**src/rtl/decodePkg.sv**
```systemverilog
// Word, index, opcode and control types, ALU codes, opcode constants, NOP instruction
`default_nettype none

package decodePkg;

  typedef logic [15:0] wordT;   // Data word
  typedef logic [15:0] instrT;  // Instruction word
  typedef logic [2:0]  regIdxT; // Register index
  typedef logic [4:0]  opcodeT; // Instruction bits 15:11
  typedef logic [3:0]  aluOpT;  // ALU operation for execute

  // Which instruction field names the destination register
  typedef enum logic [1:0] {
    dstRs = 2'd0, // Bits 10:8
    dstRt = 2'd1, // Bits 7:5
    dstRd = 2'd2, // Bits 4:2
    dstR7 = 2'd3  // Link register
  } regDstT;

  // ALU operations; aluArith and aluShift defer to the funct bits
  localparam aluOpT aluAdd   = 4'h0;
  localparam aluOpT aluXor   = 4'h1;
  localparam aluOpT aluAndn  = 4'h2;
  localparam aluOpT aluRol   = 4'h3;
  localparam aluOpT aluSll   = 4'h4;
  localparam aluOpT aluRor   = 4'h5;
  localparam aluOpT aluSrl   = 4'h6;
  localparam aluOpT aluArith = 4'h7;
  localparam aluOpT aluShift = 4'h8;
  localparam aluOpT aluPassA = 4'h9; // Branch compare on Rs
  localparam aluOpT aluPassB = 4'ha; // Load immediate
  localparam aluOpT aluSlbi  = 4'hb; // Rs shifted up by 8 OR imm8
  localparam aluOpT aluBtr   = 4'hc; // Bit reverse

  localparam opcodeT opHalt  = 5'b00000;
  localparam opcodeT opNop   = 5'b00001;
  localparam opcodeT opJ     = 5'b00100;
  localparam opcodeT opJr    = 5'b00101;
  localparam opcodeT opJal   = 5'b00110;
  localparam opcodeT opJalr  = 5'b00111;
  localparam opcodeT opAddi  = 5'b01000;
  localparam opcodeT opSubi  = 5'b01001;
  localparam opcodeT opXori  = 5'b01010;
  localparam opcodeT opAndni = 5'b01011;
  localparam opcodeT opBeqz  = 5'b01100;
  localparam opcodeT opBnez  = 5'b01101;
  localparam opcodeT opBltz  = 5'b01110;
  localparam opcodeT opBgez  = 5'b01111;
  localparam opcodeT opSt    = 5'b10000;
  localparam opcodeT opLd    = 5'b10001;
  localparam opcodeT opSlbi  = 5'b10010;
  localparam opcodeT opStu   = 5'b10011;
  localparam opcodeT opRoli  = 5'b10100;
  localparam opcodeT opSlli  = 5'b10101;
  localparam opcodeT opRori  = 5'b10110;
  localparam opcodeT opSrli  = 5'b10111;
  localparam opcodeT opLbi   = 5'b11000;
  localparam opcodeT opBtr   = 5'b11001;
  localparam opcodeT opShift = 5'b11010;
  localparam opcodeT opAlu   = 5'b11011;
  localparam opcodeT opSeq   = 5'b11100;
  localparam opcodeT opSlt   = 5'b11101;
  localparam opcodeT opSle   = 5'b11110;
  localparam opcodeT opSco   = 5'b11111;

  localparam instrT nopInstr = 16'h0800; // Opcode opNop, all fields zero

endpackage

`default_nettype wire

```
**src/rtl/decodeStage.sv**
```systemverilog
// Decode stage top with replay register, instruction select, immediates and destination mux
`default_nettype none

module decodeStage #(
  parameter int numRegs = 8
) (
  input  wire                     clk,
  input  wire                     arstN,
  input  wire  decodePkg::instrT  instructionIn,
  input  wire                     regWrtIn,
  input  wire  decodePkg::regIdxT writeRegSelIn,
  input  wire  decodePkg::wordT   writeData,
  input  wire                     dataMemStall,
  input  wire                     instrMemStall,
  input  wire                     pcSrcX,
  input  wire                     memRd,
  input  wire  decodePkg::regIdxT registerRtIdEx,
  output decodePkg::wordT         readData1,
  output decodePkg::wordT         readData2,
  output decodePkg::wordT         imm5Ext,
  output decodePkg::wordT         imm8Ext,
  output decodePkg::wordT         imm11Ext,
  output logic                    immSrc,
  output logic [1:0]              bSrc,
  output logic [1:0]              regSrc,
  output logic [1:0]              functOut,   // Instruction bits 1:0
  output logic [1:0]              brchCndSel, // Instruction bits 12:11
  output decodePkg::aluOpT        aluOp,
  output logic                    invA,
  output logic                    invB,
  output logic                    memWrt,
  output logic                    regWrtOut,
  output decodePkg::regIdxT       registerRs,
  output decodePkg::regIdxT       registerRt,
  output decodePkg::regIdxT       writeRegSelOut,
  output logic                    branch,
  output logic                    set,
  output logic                    sub,
  output logic                    memEn,
  output logic                    aluJmp,
  output logic                    slbi,
  output logic                    halt,
  output logic                    btr,
  output logic                    jmp,
  output logic                    hazard,
  output logic                    flush,
  output decodePkg::instrT        instructionOut
);

  decodePkg::instrT  selInstr;
  decodePkg::instrT  prevInstr; // Instruction held back by a hazard
  logic              prevHaz;
  decodePkg::regDstT regDst;
  logic              zeroExt;

  always_ff @(posedge clk or negedge arstN) begin
    if (!arstN) begin
      prevInstr <= decodePkg::nopInstr;
      prevHaz   <= 1'b0;
    end else begin
      prevInstr <= instructionIn;
      prevHaz   <= hazard;
    end
  end

  always_comb begin
    if (hazard || flush || dataMemStall) begin
      selInstr = decodePkg::nopInstr; // Bubble
    end else if (prevHaz && (prevInstr != decodePkg::nopInstr)) begin
      selInstr = prevInstr; // Replay after the load-use bubble
    end else begin
      selInstr = instructionIn;
    end
  end

  assign instructionOut = selInstr;
  assign registerRs     = selInstr[10:8];
  assign registerRt     = selInstr[7:5];
  assign functOut       = selInstr[1:0];
  assign brchCndSel     = selInstr[12:11];

  instrDecoder decoder_i (
    .opcode  (selInstr[15:11]),
    .aluOp   (aluOp),
    .regSrc  (regSrc),
    .bSrc    (bSrc),
    .regDst  (regDst),
    .regWrt  (regWrtOut),
    .slbi    (slbi),
    .branch  (branch),
    .zeroExt (zeroExt),
    .set     (set),
    .sub     (sub),
    .memEn   (memEn),
    .invA    (invA),
    .invB    (invB),
    .memWrt  (memWrt),
    .immSrc  (immSrc),
    .aluJmp  (aluJmp),
    .halt    (halt),
    .btr     (btr),
    .jmp     (jmp)
  );

  assign imm5Ext  = zeroExt ? {11'd0, selInstr[4:0]} : {{11{selInstr[4]}}, selInstr[4:0]};
  assign imm8Ext  = zeroExt ? {8'd0, selInstr[7:0]} : {{8{selInstr[7]}}, selInstr[7:0]};
  assign imm11Ext = {{5{selInstr[10]}}, selInstr[10:0]}; // Always signed

  always_comb begin
    case (regDst)
      decodePkg::dstRs: writeRegSelOut = selInstr[10:8];
      decodePkg::dstRt: writeRegSelOut = selInstr[7:5];
      decodePkg::dstRd: writeRegSelOut = selInstr[4:2];
      default:          writeRegSelOut = 3'd7; // Link register
    endcase
  end

  regFileBypass #(
    .numRegs (numRegs)
  ) regFile_i (
    .clk         (clk),
    .arstN       (arstN),
    .read1RegSel (registerRs),
    .read2RegSel (registerRt),
    .writeRegSel (writeRegSelIn),
    .writeData   (writeData),
    .writeEn     (regWrtIn),
    .read1Data   (readData1),
    .read2Data   (readData2)
  );

  // Hazard looks at the raw fetched instruction, not the replayed one
  hazardDetect hazard_i (
    .clk       (clk),
    .arstN     (arstN),
    .stall     (dataMemStall || instrMemStall),
    .memRd     (memRd),
    .pcSrcX    (pcSrcX),
    .rtIdEx    (registerRtIdEx),
    .readRegA  (instructionIn[10:8]),
    .readRegB  (instructionIn[7:5]),
    .hazardOut (hazard),
    .flushOut  (flush)
  );

  // Squashed slots must not write a register or touch memory
  flushNoSideEffects: assert property (@(posedge clk) disable iff (!arstN)
    flush |-> (!regWrtOut && !memWrt && !memEn))
    else $error("flushed slot still writes a register or memory");

endmodule

`default_nettype wire

```
**src/rtl/hazardDetect.sv**
```systemverilog
// Load-use hazard detection and the branch flush state machine
`default_nettype none

module hazardDetect (
  input  wire                     clk,
  input  wire                     arstN,
  input  wire                     stall,
  input  wire                     memRd,
  input  wire                     pcSrcX,
  input  wire  decodePkg::regIdxT rtIdEx,
  input  wire  decodePkg::regIdxT readRegA,
  input  wire  decodePkg::regIdxT readRegB,
  output logic                    hazardOut,
  output logic                    flushOut
);

  typedef enum logic {
    flushIdle = 1'b0,
    flushHold = 1'b1  // Second flush cycle pending
  } flushStateT;

  flushStateT state;
  flushStateT nextState;

  // Load in execute writes a register this instruction reads
  assign hazardOut = memRd && ((rtIdEx == readRegA) || (rtIdEx == readRegB));

  always_comb begin
    nextState = state;
    case (state)
      flushIdle: begin
        if (pcSrcX) begin
          nextState = flushHold;
        end
      end
      flushHold: begin
        if (pcSrcX) begin
          nextState = flushHold; // Back-to-back taken branch
        end else if (!stall) begin
          nextState = flushIdle;
        end
      end
      default: nextState = flushIdle;
    endcase
  end

  always_ff @(posedge clk or negedge arstN) begin
    if (!arstN) begin
      state <= flushIdle;
    end else begin
      state <= nextState;
    end
  end

  assign flushOut = pcSrcX || (state == flushHold);

  // Flush state needs clean branch and stall inputs
  flushInputsKnown: assert property (@(posedge clk) disable iff (!arstN)
    !$isunknown({pcSrcX, stall}))
    else $error("branch taken or stall input unknown");

endmodule

`default_nettype wire

```
**src/rtl/instrDecoder.sv**
```systemverilog
// Opcode to control signal decode table with destination-select code
`default_nettype none

module instrDecoder (
  input  wire  decodePkg::opcodeT opcode,
  output decodePkg::aluOpT        aluOp,
  output logic [1:0]              regSrc,
  output logic [1:0]              bSrc,
  output decodePkg::regDstT       regDst,
  output logic                    regWrt,
  output logic                    slbi,
  output logic                    branch,
  output logic                    zeroExt,
  output logic                    set,
  output logic                    sub,
  output logic                    memEn,
  output logic                    invA,
  output logic                    invB,
  output logic                    memWrt,
  output logic                    immSrc,
  output logic                    aluJmp,
  output logic                    halt,
  output logic                    btr,
  output logic                    jmp
);

  // Write-back source
  localparam logic [1:0] regSrcAlu  = 2'd0;
  localparam logic [1:0] regSrcMem  = 2'd1;
  localparam logic [1:0] regSrcPc   = 2'd2; // PC + 2 for links
  localparam logic [1:0] regSrcCond = 2'd3;

  // ALU B operand source
  localparam logic [1:0] bSrcReg  = 2'd0;
  localparam logic [1:0] bSrcImm5 = 2'd1;
  localparam logic [1:0] bSrcImm8 = 2'd2;

  always_comb begin
    aluOp   = decodePkg::aluAdd; // Unknown opcodes fall out as NOP
    regSrc  = regSrcAlu;
    bSrc    = bSrcReg;
    regDst  = decodePkg::dstRs;
    regWrt  = 1'b0;
    slbi    = 1'b0;
    branch  = 1'b0;
    zeroExt = 1'b0;
    set     = 1'b0;
    sub     = 1'b0;
    memEn   = 1'b0;
    invA    = 1'b0;
    invB    = 1'b0;
    memWrt  = 1'b0;
    immSrc  = 1'b0;
    aluJmp  = 1'b0;
    halt    = 1'b0;
    btr     = 1'b0;
    jmp     = 1'b0;
    case (opcode)
      decodePkg::opHalt: halt = 1'b1;
      decodePkg::opAddi, decodePkg::opSubi, decodePkg::opXori, decodePkg::opAndni,
      decodePkg::opRoli, decodePkg::opSlli, decodePkg::opRori, decodePkg::opSrli: begin
        regWrt = 1'b1;
        bSrc   = bSrcImm5;
        regDst = decodePkg::dstRt;
        case (opcode)
          decodePkg::opSubi: begin
            sub  = 1'b1;
            invA = 1'b1; // imm - Rs
          end
          decodePkg::opXori: begin
            aluOp   = decodePkg::aluXor;
            zeroExt = 1'b1;
          end
          decodePkg::opAndni: begin
            aluOp   = decodePkg::aluAndn;
            zeroExt = 1'b1;
          end
          decodePkg::opRoli: aluOp = decodePkg::aluRol;
          decodePkg::opSlli: aluOp = decodePkg::aluSll;
          decodePkg::opRori: aluOp = decodePkg::aluRor;
          decodePkg::opSrli: aluOp = decodePkg::aluSrl;
          default:           aluOp = decodePkg::aluAdd;
        endcase
      end
      decodePkg::opSt, decodePkg::opStu: begin
        memEn  = 1'b1;
        memWrt = 1'b1;
        bSrc   = bSrcImm5; // Address Rs + imm5
        regWrt = (opcode == decodePkg::opStu); // Updated address back to Rs
      end
      decodePkg::opLd: begin
        memEn  = 1'b1;
        regWrt = 1'b1;
        regSrc = regSrcMem;
        bSrc   = bSrcImm5;
        regDst = decodePkg::dstRt;
      end
      decodePkg::opSlbi: begin
        slbi   = 1'b1;
        regWrt = 1'b1;
        aluOp  = decodePkg::aluSlbi;
        bSrc   = bSrcImm8;
      end
      decodePkg::opLbi: begin
        regWrt = 1'b1;
        aluOp  = decodePkg::aluPassB;
        bSrc   = bSrcImm8;
      end
      decodePkg::opBtr: begin
        btr    = 1'b1;
        regWrt = 1'b1;
        aluOp  = decodePkg::aluBtr;
        regDst = decodePkg::dstRd;
      end
      decodePkg::opAlu, decodePkg::opShift: begin
        regWrt = 1'b1;
        regDst = decodePkg::dstRd;
        aluOp  = (opcode == decodePkg::opAlu) ? decodePkg::aluArith : decodePkg::aluShift;
      end
      decodePkg::opSeq, decodePkg::opSlt, decodePkg::opSle, decodePkg::opSco: begin
        set    = 1'b1;
        regWrt = 1'b1;
        regSrc = regSrcCond;
        regDst = decodePkg::dstRd;
        sub    = (opcode != decodePkg::opSco); // Sco looks at the add carry
        invB   = (opcode != decodePkg::opSco);
      end
      decodePkg::opBeqz, decodePkg::opBnez, decodePkg::opBltz, decodePkg::opBgez: begin
        branch = 1'b1;
        aluOp  = decodePkg::aluPassA;
      end
      decodePkg::opJ, decodePkg::opJal: begin
        jmp    = 1'b1;
        immSrc = 1'b1; // PC-relative imm11 target
        regWrt = (opcode == decodePkg::opJal);
        regSrc = regSrcPc;
        regDst = decodePkg::dstR7;
      end
      decodePkg::opJr, decodePkg::opJalr: begin
        jmp    = 1'b1;
        aluJmp = 1'b1; // Target Rs + imm8 from the ALU
        bSrc   = bSrcImm8;
        regWrt = (opcode == decodePkg::opJalr);
        regSrc = regSrcPc;
        regDst = decodePkg::dstR7;
      end
      default: ; // opNop and unknown opcodes
    endcase
  end

endmodule

`default_nettype wire

```
**src/rtl/regFileBypass.sv**
```systemverilog
// Register file with two read ports, one write port and write-to-read bypass
`default_nettype none

module regFileBypass #(
  parameter int numRegs = 8 // Power of two, indices fold modulo the count
) (
  input  wire                     clk,
  input  wire                     arstN,
  input  wire  decodePkg::regIdxT read1RegSel,
  input  wire  decodePkg::regIdxT read2RegSel,
  input  wire  decodePkg::regIdxT writeRegSel,
  input  wire  decodePkg::wordT   writeData,
  input  wire                     writeEn,
  output decodePkg::wordT         read1Data,
  output decodePkg::wordT         read2Data
);

  localparam int idxW = $clog2(numRegs);

  decodePkg::wordT regs [numRegs];

  logic [idxW-1:0] rd1Idx;
  logic [idxW-1:0] rd2Idx;
  logic [idxW-1:0] wrIdx;

  assign rd1Idx = read1RegSel[idxW-1:0]; // Low bits give the folded index
  assign rd2Idx = read2RegSel[idxW-1:0];
  assign wrIdx  = writeRegSel[idxW-1:0];

  always_ff @(posedge clk or negedge arstN) begin
    if (!arstN) begin
      for (int i = 0; i < numRegs; i++) begin
        regs[i] <= '0;
      end
    end else if (writeEn) begin
      regs[wrIdx] <= writeData;
    end
  end

  // A write in flight wins over the stored value
  always_comb begin
    if (writeEn && (wrIdx == rd1Idx)) begin
      read1Data = writeData;
    end else begin
      read1Data = regs[rd1Idx];
    end
    if (writeEn && (wrIdx == rd2Idx)) begin
      read2Data = writeData;
    end else begin
      read2Data = regs[rd2Idx];
    end
  end

  // Write-back stage must always name a real register
  writeSelKnown: assert property (@(posedge clk) disable iff (!arstN)
    writeEn |-> !$isunknown(writeRegSel))
    else $error("write enable with unknown register select");

endmodule

`default_nettype wire

```
**config.mk**
```make
export PLATFORM = sky130hd
export DESIGN_NAME = decodeStage
export DESIGN_NICKNAME = d
export VERILOG_FILES = /design/src/rtl/decodePkg.sv /design/src/rtl/decodeStage.sv /design/src/rtl/hazardDetect.sv /design/src/rtl/instrDecoder.sv /design/src/rtl/regFileBypass.sv
export SDC_FILE = /design/constraint.sdc
export NUM_CORES = 1
export LEC_CHECK = 0
export BUFFER_PORTS_ARGS = -buffer_cell sky130_fd_sc_hd__buf_4
export CELL_PAD_IN_SITES_DETAIL_PLACEMENT = 1
export CELL_PAD_IN_SITES_GLOBAL_PLACEMENT = 1
export CORE_MARGIN = 3
export CORE_UTILIZATION = 46
export CTS_CLUSTER_DIAMETER = 60
export CTS_CLUSTER_SIZE = 24
export DETAILED_ROUTE_END_ITERATION = 6
export HOLD_SLACK_MARGIN = 0.15
export PLACE_DENSITY_LB_ADDON = 0.1
export SYNTH_ARGS = -nofsm -noshare
export SYNTH_HDL_FRONTEND = slang
export SYNTH_SLANG_ARGS = --single-unit
```
**constraint.sdc**
```tcl
create_clock -name clk -period 5.7 [get_ports clk]
set_input_delay 0.57 -clock clk [delete_from_list [all_inputs] [get_ports clk]]
set_output_delay 0.57 -clock clk [all_outputs]
set_load 0.03 [all_outputs]
```
Word-level counts from Yosys, hierarchy flattened
Cells that the tools add are included.
{"block": "word_totals", "regBits": 146, "input_bits": 45}
{"block": "classes", "n_lt_le_gt_ge": 4, "n_eq_ne": 36, "muxes": 43, "n_bitwise": 4, "reduce_logical": 27}
{"op": "16-bit two-way mux", "n": 11}
{"op": "128-bit bitwise mux", "n": 1}
{"op": "16-bit binary-select mux with 3-bit select", "n": 2}
{"op": "5-bit == test, second input constant", "n": 16}
{"op": "16-bit demux with 3-bit select", "n": 1}
{"op": "5-bit by 4-bit == test with 1-bit output, second input constant", "n": 8}
{"op": "4-bit one-hot mux with 6 select lines", "n": 1}
{"op": "5-bit by 3-bit == test with 1-bit output, second input constant", "n": 4}
{"op": "1-bit two-way mux", "n": 18}
{"op": "3-bit one-hot mux with 6 select lines", "n": 1}
{"op": "18-bit OR reduction", "n": 1}
{"op": "16-bit by 12-bit != test with 1-bit output, second input constant", "n": 1}
{"op": "4-bit OR reduction", "n": 4}
{"op": "3-bit == test", "n": 4}
{"op": "4-bit greater-or-equal comparator, second input constant", "n": 3}
{"op": "3-bit NOT with 4-bit output", "n": 3}
{"op": "2-bit one-hot mux with 3 select lines", "n": 2}
{"op": "11-bit OR reduction", "n": 1}
{"op": "2-bit OR reduction", "n": 5}
{"op": "3-bit one-hot mux with 3 select lines", "n": 1}
{"op": "9-bit OR reduction", "n": 1}
{"op": "8-bit OR reduction", "n": 1}
{"op": "7-bit OR reduction", "n": 1}
{"op": "1-bit logical AND", "n": 5}
{"op": "13 further kinds", "n": 18}

Logic depth before layout (Yosys ltp)
{"block": "depth", "depth_word": 11, "depth_mapped": 10}

By module
Synthesis repeated with hierarchy kept, for this count alone.
{"block": "unflattened", "cells_unflattened": 674, "hier_area_um2": 9396.5}
{"module": "regFileBypass", "instances": 1, "cells_each": 452, "area_per_inst_um2": 7508.5, "seq_area_each_um2": 3203.1}
{"module": "decodeStage", "instances": 1, "cells_each": 138, "area_per_inst_um2": 1313.8, "seq_area_each_um2": 426.7}
{"module": "instrDecoder", "instances": 1, "cells_each": 70, "area_per_inst_um2": 459.2, "seq_area_each_um2": 0.0}
{"module": "hazardDetect", "instances": 1, "cells_each": 14, "area_per_inst_um2": 115.1, "seq_area_each_um2": 25.0}

Worst setup path before layout
Ideal clock, no wire load.
{"block": "synth_path", "path_kind": "register to output", "startpoint": "register prevInstr[11]", "endpoint": "output port aluOp[3]", "arrival_ns": 3.770, "required_time_ns": 5.130, "setup_slack_ns": 1.360, "path_stages_with_launch": 10, "cell_sequence": "dfstp_2 or4b_4 o41ai_4 buf_6 buf_6 mux2i_1 nand2_1 nor3_1 nor2_1 o21ai_0"}
{"block": "synth_via", "elab_chain_cells": 7, "elab_cells_between_ends": 26, "cone_classes": "eq/ne: 18; mux: 4; reduce/logical: 4"}
{"element": "start, declared", "line": "decodeStage.sv:51", "source": "decodePkg::instrT prevInstr;"}
{"element": "start signal, assigned", "line": "decodeStage.sv:58", "source": "prevInstr <= decodePkg::nopInstr;"}
{"element": "start signal, assigned", "line": "decodeStage.sv:61", "source": "prevInstr <= instructionIn;"}
{"element": "16-bit by 12-bit != test with 1-bit output", "line": "decodeStage.sv:69", "source": "end else if (prevHaz && (prevInstr != decodePkg::nopInstr)) begin"}
{"element": "1-bit logical AND", "line": "decodeStage.sv:69"}
{"element": "16-bit two-way mux *", "line": "decodeStage.sv:69"}
{"element": "16-bit two-way mux *", "line": "decodeStage.sv:67", "source": "if (hazard || flush || dataMemStall) begin"}
{"element": "net brchCndSel[0]", "line": "decodeStage.sv:27", "source": "output logic [1:0] brchCndSel,"}
{"element": "5-bit by 4-bit == test with 1-bit output (tied with other cells)", "line": "instrDecoder.sv:58", "source": "case (opcode)"}
{"element": "8-bit OR reduction (tied with other cells)", "line": "instrDecoder.sv:58"}
{"element": "4-bit one-hot mux with 6 select lines *", "line": "instrDecoder.sv:58"}
{"element": "end, declared", "line": "decodeStage.sv:28", "source": "output decodePkg::aluOpT aluOp,"}
Mark *: on every way through the listed nets, which the timed path passes. The rest lies on a longest branch.

Worst setup path in the final report
{"block": "layout_path", "startpoint": "register prevInstr[11]", "endpoint": "output port readData2[4]"}
{"block": "layout_via", "elab_chain_cells": 9, "elab_cells_between_ends": 11, "cone_classes": "eq/ne: 2; mux: 6; bitwise: 1; reduce/logical: 2"}
{"element": "16-bit by 12-bit != test with 1-bit output *", "line": "decodeStage.sv:69"}
{"element": "1-bit logical AND *", "line": "decodeStage.sv:69"}
{"element": "16-bit two-way mux *", "line": "decodeStage.sv:69"}
{"element": "16-bit two-way mux *", "line": "decodeStage.sv:67"}
{"element": "3-bit NOT with 4-bit output (implied by the code)", "line": "regFileBypass.sv:50", "source": "read2Data = regs[rd2Idx];"}
{"element": "16-bit binary-select mux with 3-bit select", "line": "regFileBypass.sv:50"}
{"element": "16-bit two-way mux (implied by the code) (2 in a row)", "line": "regFileBypass.sv:50"}
{"element": "16-bit two-way mux *", "line": "regFileBypass.sv:47", "source": "if (writeEn && (wrIdx == rd2Idx)) begin"}
{"element": "end, declared", "line": "decodeStage.sv:19", "source": "output decodePkg::wordT readData2,"}
Mark *: on every way between the ends. The rest lies on a longest branch, timed or not. The select of a mux whose other input is x is not followed.

==> results <==
- Of the synthesized area, sequential elements account for 37.7%.
- The H-tree generated during clock tree synthesis spans 4 levels.
- 0 antenna diodes ended up in the layout.
- The number of global-route vias before repair is 9380.
- TritonCTS built the clock tree.
- The normalized max-slew margin is 18.3%.
- The clock net sink count is 146.
- The required time of the critical path is 5130 ps.
- Counting along the longest clock path gives a buffer depth of 2.
- The kind of end point of the critical path is an output pin.
- The post-layout instance count excluding filler cells is 1444.
- Once detail routing completed, the nets flagged for antenna violations numbered 0.
- The die extent in y is 151 µm.
- The buffer type at the clock tree root is sky130_fd_sc_hd__clkbuf_16.
- For the pin with the worst max-slew slack, the measured transition is 1200 ps.
- The top flip-flop cell by instance count after synthesis is sky130_fd_sc_hd__dfrtp_1.
- The effective utilization at floorplan is 47.4%.
- The cell count after synthesis came out at 1077.
- The worst-case register-to-register setup slack is 4850 ps.
- On the critical path, the stage with the largest delay is an instance of sky130_fd_sc_hd__nand3_1.
- The die covers 22800 µm².
- The reported leakage power is 5.00 nW.
- The instance count after placement with tap cells included is 1413.
- The total nets after synthesis is 1122.
- The port buffer count is 177.
- In this run the power density over the cells is 316 nW/µm².
- The number of hold violations in the final report is 0.
- The routability-driven placement congestion ratio is 0.915.
- The final layout contains 1207 nets.
- The critical path is of the register to output pin type.
- The cell that appears most often on the critical path is sky130_fd_sc_hd__buf_4.
- The area occupied by multi-input gates is 5190 µm².
- The clock arrives with 0 ps of skew.
- For the worst setup path, the data arrival time is 4750 ps.
- The number of register bits inferred by synthesis is 146.
- The maximum VDD drop is 187 µV.
- Setup repair after global routing left no endpoint under its margin.
- Setup violations remaining at the end of the flow were counted as 0.
- The count of max-cap constraint violations is 0.
- Based on the critical path, the design can be clocked at up to 188 MHz.
- The total standard cell area after synthesis is 9690 µm².
- For this run, design rule violations remaining after detail routing come to 0.
- Cells fill 56.0% of the core in the end.
- In this run, post-CTS repair resized a total of 0 instances.
- In this run the worst path has a maximum fanout of 36.
- The insertion delay to the later sink of the worst-skew pair is 430 ps.
- In the final routed layout, each cell accounts on average for 25.5 µm.
- The total clock buffers created by CTS is 17.
- The number of top-level design ports is 178.
- After detailed placement, the total cell area comes to 10800 µm².
- Global routing consumed, over all layers together, 32.2% of the routing resources.
- After clock tree synthesis, the clock-pin slew on the worst setup and hold paths is 60 ps.
- The worst stage delay on the critical path is 870 ps.
- The synthesized design contains 0 enable-type register cells.
- The wire length of the first global-routing pass is 56000 µm.
- Relative to the synthesized area, the layout overhead comes to 18.2%.
- The count of synthesis-stage warnings from yosys is 0.
- After routing the design area is 11400 µm².
- The mean cell area of the mapped netlist is 8.99 µm².
- Adding up every negative setup slack in the final design gives 0 ps.
- Walking the worst path, the cells encountered are or4b_4 -> o41ai_4 -> buf_4 -> a22o_1 -> nand3_1 -> o221ai_1 -> a21o_1 -> a31oi_2 -> buf_4.
- Of the cells placed in the final design, the portion with a size suffix greater than 1 is 30.8%.
- The flow ran to the end, and the final reports show no timing, DRC or antenna violations.
- The element type at the critical path start is a register.
- The number of hold buffers added after CTS was 0.
- The critical path contains buffers and inverters numbering 2 combined.
- The maximum number of pins on one net before global-route repair is 105.
- The share of the cycle needed by the critical path after routing is 93.3%.
- The minimum period implied by the final worst setup slack is 5320 ps.
- The detailed-router iteration count before antenna repair is 5.
- The number of vias after detailed routing is 9314.
- In the synthesized netlist the async set-or-reset flop fraction comes to 100%.
- After detailed routing, the total wire length is 36800 µm.
- The number of filler cells placed in the layout is 2394.
- The kind of cell with the highest combined delay on the critical path is compound AO/OA/AOI/OAI gates.
- After detailed routing, the number of vias per cell comes to 6.45.
- Global routing finished with a remaining overflow of 0.
- The die span in x is 151 µm.
- The number of antenna violations at the first check in global routing is 0.
- The detailed router's first-iteration violation count is 708.
- The number of different library cells used by synthesis comes to 72.
- The area occupied by registers is 3650 µm².
- The row count is 52.
- The total count of max-transition violations in the final report is 0.
- The HPWL after detailed placement is 23000 µm.
- The floorplan step defined a core boundary enclosing 20400 µm².
- Post-CTS timing repair inserted 0 buffers for setup.
- The min-delay analysis places its worst path in the category input port to async pin.
[stage by stage]
| step | power (W) | setup slack, ps | hold slack [ps] |
|---|---|---|---|
| 2_1_floorplan | 0.00203 | 1360 | 274 |
| 3_3_place_gp | 0.00237 | 1020 | 490 |
| 3_5_place_dp | 0.00240 | 948 | 500 |
| 4_1_cts | 0.00362 | 471 | 253 |
| 5_1_grt | 0.00379 | 290 | 245 |
| 6_report | 0.00362 | 380 | 257 |
[synthesized netlist by cell type (4+ instances only)]
cell	instances	area, µm²
sky130_fd_sc_hd__clkbuf_1	51	191
sky130_fd_sc_hd__nand4_1	5	31.3
sky130_fd_sc_hd__o221a_2	15	169
sky130_fd_sc_hd__a22o_1	4	35.0
sky130_fd_sc_hd__a32oi_1	13	114
sky130_fd_sc_hd__nor3_1	27	135
sky130_fd_sc_hd__mux2i_1	57	571
sky130_fd_sc_hd__a21oi_1	43	215
sky130_fd_sc_hd__dfrtp_1	145	3630
sky130_fd_sc_hd__mux2_2	68	766
sky130_fd_sc_hd__a31oi_2	10	125
sky130_fd_sc_hd__buf_6	6	67.6
sky130_fd_sc_hd__or3_1	4	25.0
sky130_fd_sc_hd__nor2_1	27	101
sky130_fd_sc_hd__buf_1	7	26.3
sky130_fd_sc_hd__o21ai_0	136	681
sky130_fd_sc_hd__buf_2	15	75.1
sky130_fd_sc_hd__xnor2_1	6	52.6
sky130_fd_sc_hd__a31oi_1	20	125
sky130_fd_sc_hd__nand2b_1	7	43.8
sky130_fd_sc_hd__o211ai_1	30	225
sky130_fd_sc_hd__nand2_1	123	462
sky130_fd_sc_hd__buf_4	58	435
sky130_fd_sc_hd__a21o_1	17	128
sky130_fd_sc_hd__nand3_1	55	275
sky130_fd_sc_hd__inv_1	25	93.8
sky130_fd_sc_hd__o221ai_1	18	158
sky130_fd_sc_hd__nor2b_1	16	100
[cells in the final DEF, fill, tap and decap left out, types with 3 or more instances in the layout]
cell and count:
sky130_fd_sc_hd__a21o_1 17, sky130_fd_sc_hd__nand4_1 5, sky130_fd_sc_hd__nand3_1 55, sky130_fd_sc_hd__mux2_2 68
sky130_fd_sc_hd__o21ai_0 136, sky130_fd_sc_hd__xnor2_1 6, sky130_fd_sc_hd__a211oi_1 3, sky130_fd_sc_hd__inv_2 3
sky130_fd_sc_hd__nor4_1 3, sky130_fd_sc_hd__a31oi_2 10, sky130_fd_sc_hd__nor3_1 22, sky130_fd_sc_hd__a32oi_1 13
sky130_fd_sc_hd__inv_1 25, sky130_fd_sc_hd__o221ai_1 18, sky130_fd_sc_hd__nor2b_1 16, sky130_fd_sc_hd__nand2b_1 7
sky130_fd_sc_hd__clkbuf_16 17, sky130_fd_sc_hd__o221a_2 15, sky130_fd_sc_hd__nor3_2 6, sky130_fd_sc_hd__inv_6 7
sky130_fd_sc_hd__a31oi_1 20, sky130_fd_sc_hd__o211ai_1 30, sky130_fd_sc_hd__mux2i_1 55, sky130_fd_sc_hd__nand2_1 123
sky130_fd_sc_hd__buf_4 201, sky130_fd_sc_hd__o22ai_1 3, sky130_fd_sc_hd__a22oi_1 3, sky130_fd_sc_hd__bufinv_16 3
sky130_fd_sc_hd__o21ai_1 3, sky130_fd_sc_hd__dfrtp_1 145, sky130_fd_sc_hd__a21oi_1 42, sky130_fd_sc_hd__a22o_1 4
sky130_fd_sc_hd__or3_1 3, sky130_fd_sc_hd__nor2_1 24
[cell type report]
class,count,share of cell area [%]
clock buffer,17,3.72
clock inverter,14,1.66
inverter,28,0.918
multi-input combinational,766,45.4
sequential,146,31.9
tap,270,2.95
timing repair buffer,203,13.5
[cell families after synthesis]
| group | count (synthesis) | share of synthesized area [%] |
|---|---|---|
| xor gates and xnor gates | 7 | 0.711 |
| DFF | 146 | 37.7 |
| buffers and inverters | 165 | 9.30 |
| AOI/OAI and AO/OA | 340 | 23.5 |
| muxes | 129 | 14.3 |
| and+or+nand+nor | 290 | 14.4 |
[flip-flops by register name (all words and copies together) (netlist names)]
name / cells
prevHaz: 1
regFile_i.regs: 128
hazard_i.state: 1
prevInstr: 16
[routing by layer]
metal | vias to the layer above | wire length (µm) | global-route usage [%]
met2 | 448 | 17500 | 52.5
met5 | - | 0 | 0
met3 | 79 | 2840 | 6.10
met1 | 4717 | 15300 | 42.8
met4 | 0 | 1170 | 12.0
li1 | 4070 | - | -
[final timing paths]
path,cells after the start,from,end
worst max-delay path,9,prevInstr[11],readData2[4]
worst min-delay path,1,arstN,prevHaz
worst min register to register,2,regFile_i.regs[2],regFile_i.regs[2]
min in group clk,1,instructionIn[0],prevInstr[0]
max in group asynchronous,2,arstN,regFile_i.regs[116]
worst max register to register,1,regFile_i.regs[96],regFile_i.regs[96]
[power breakdown]
part / internal [W] / switching [W]
registers: 0.00123 / 0.000186
clock network: 0.000703 / 0.000499
logic: 0.000397 / 0.000600
Power figures use the tool's default switching activity.
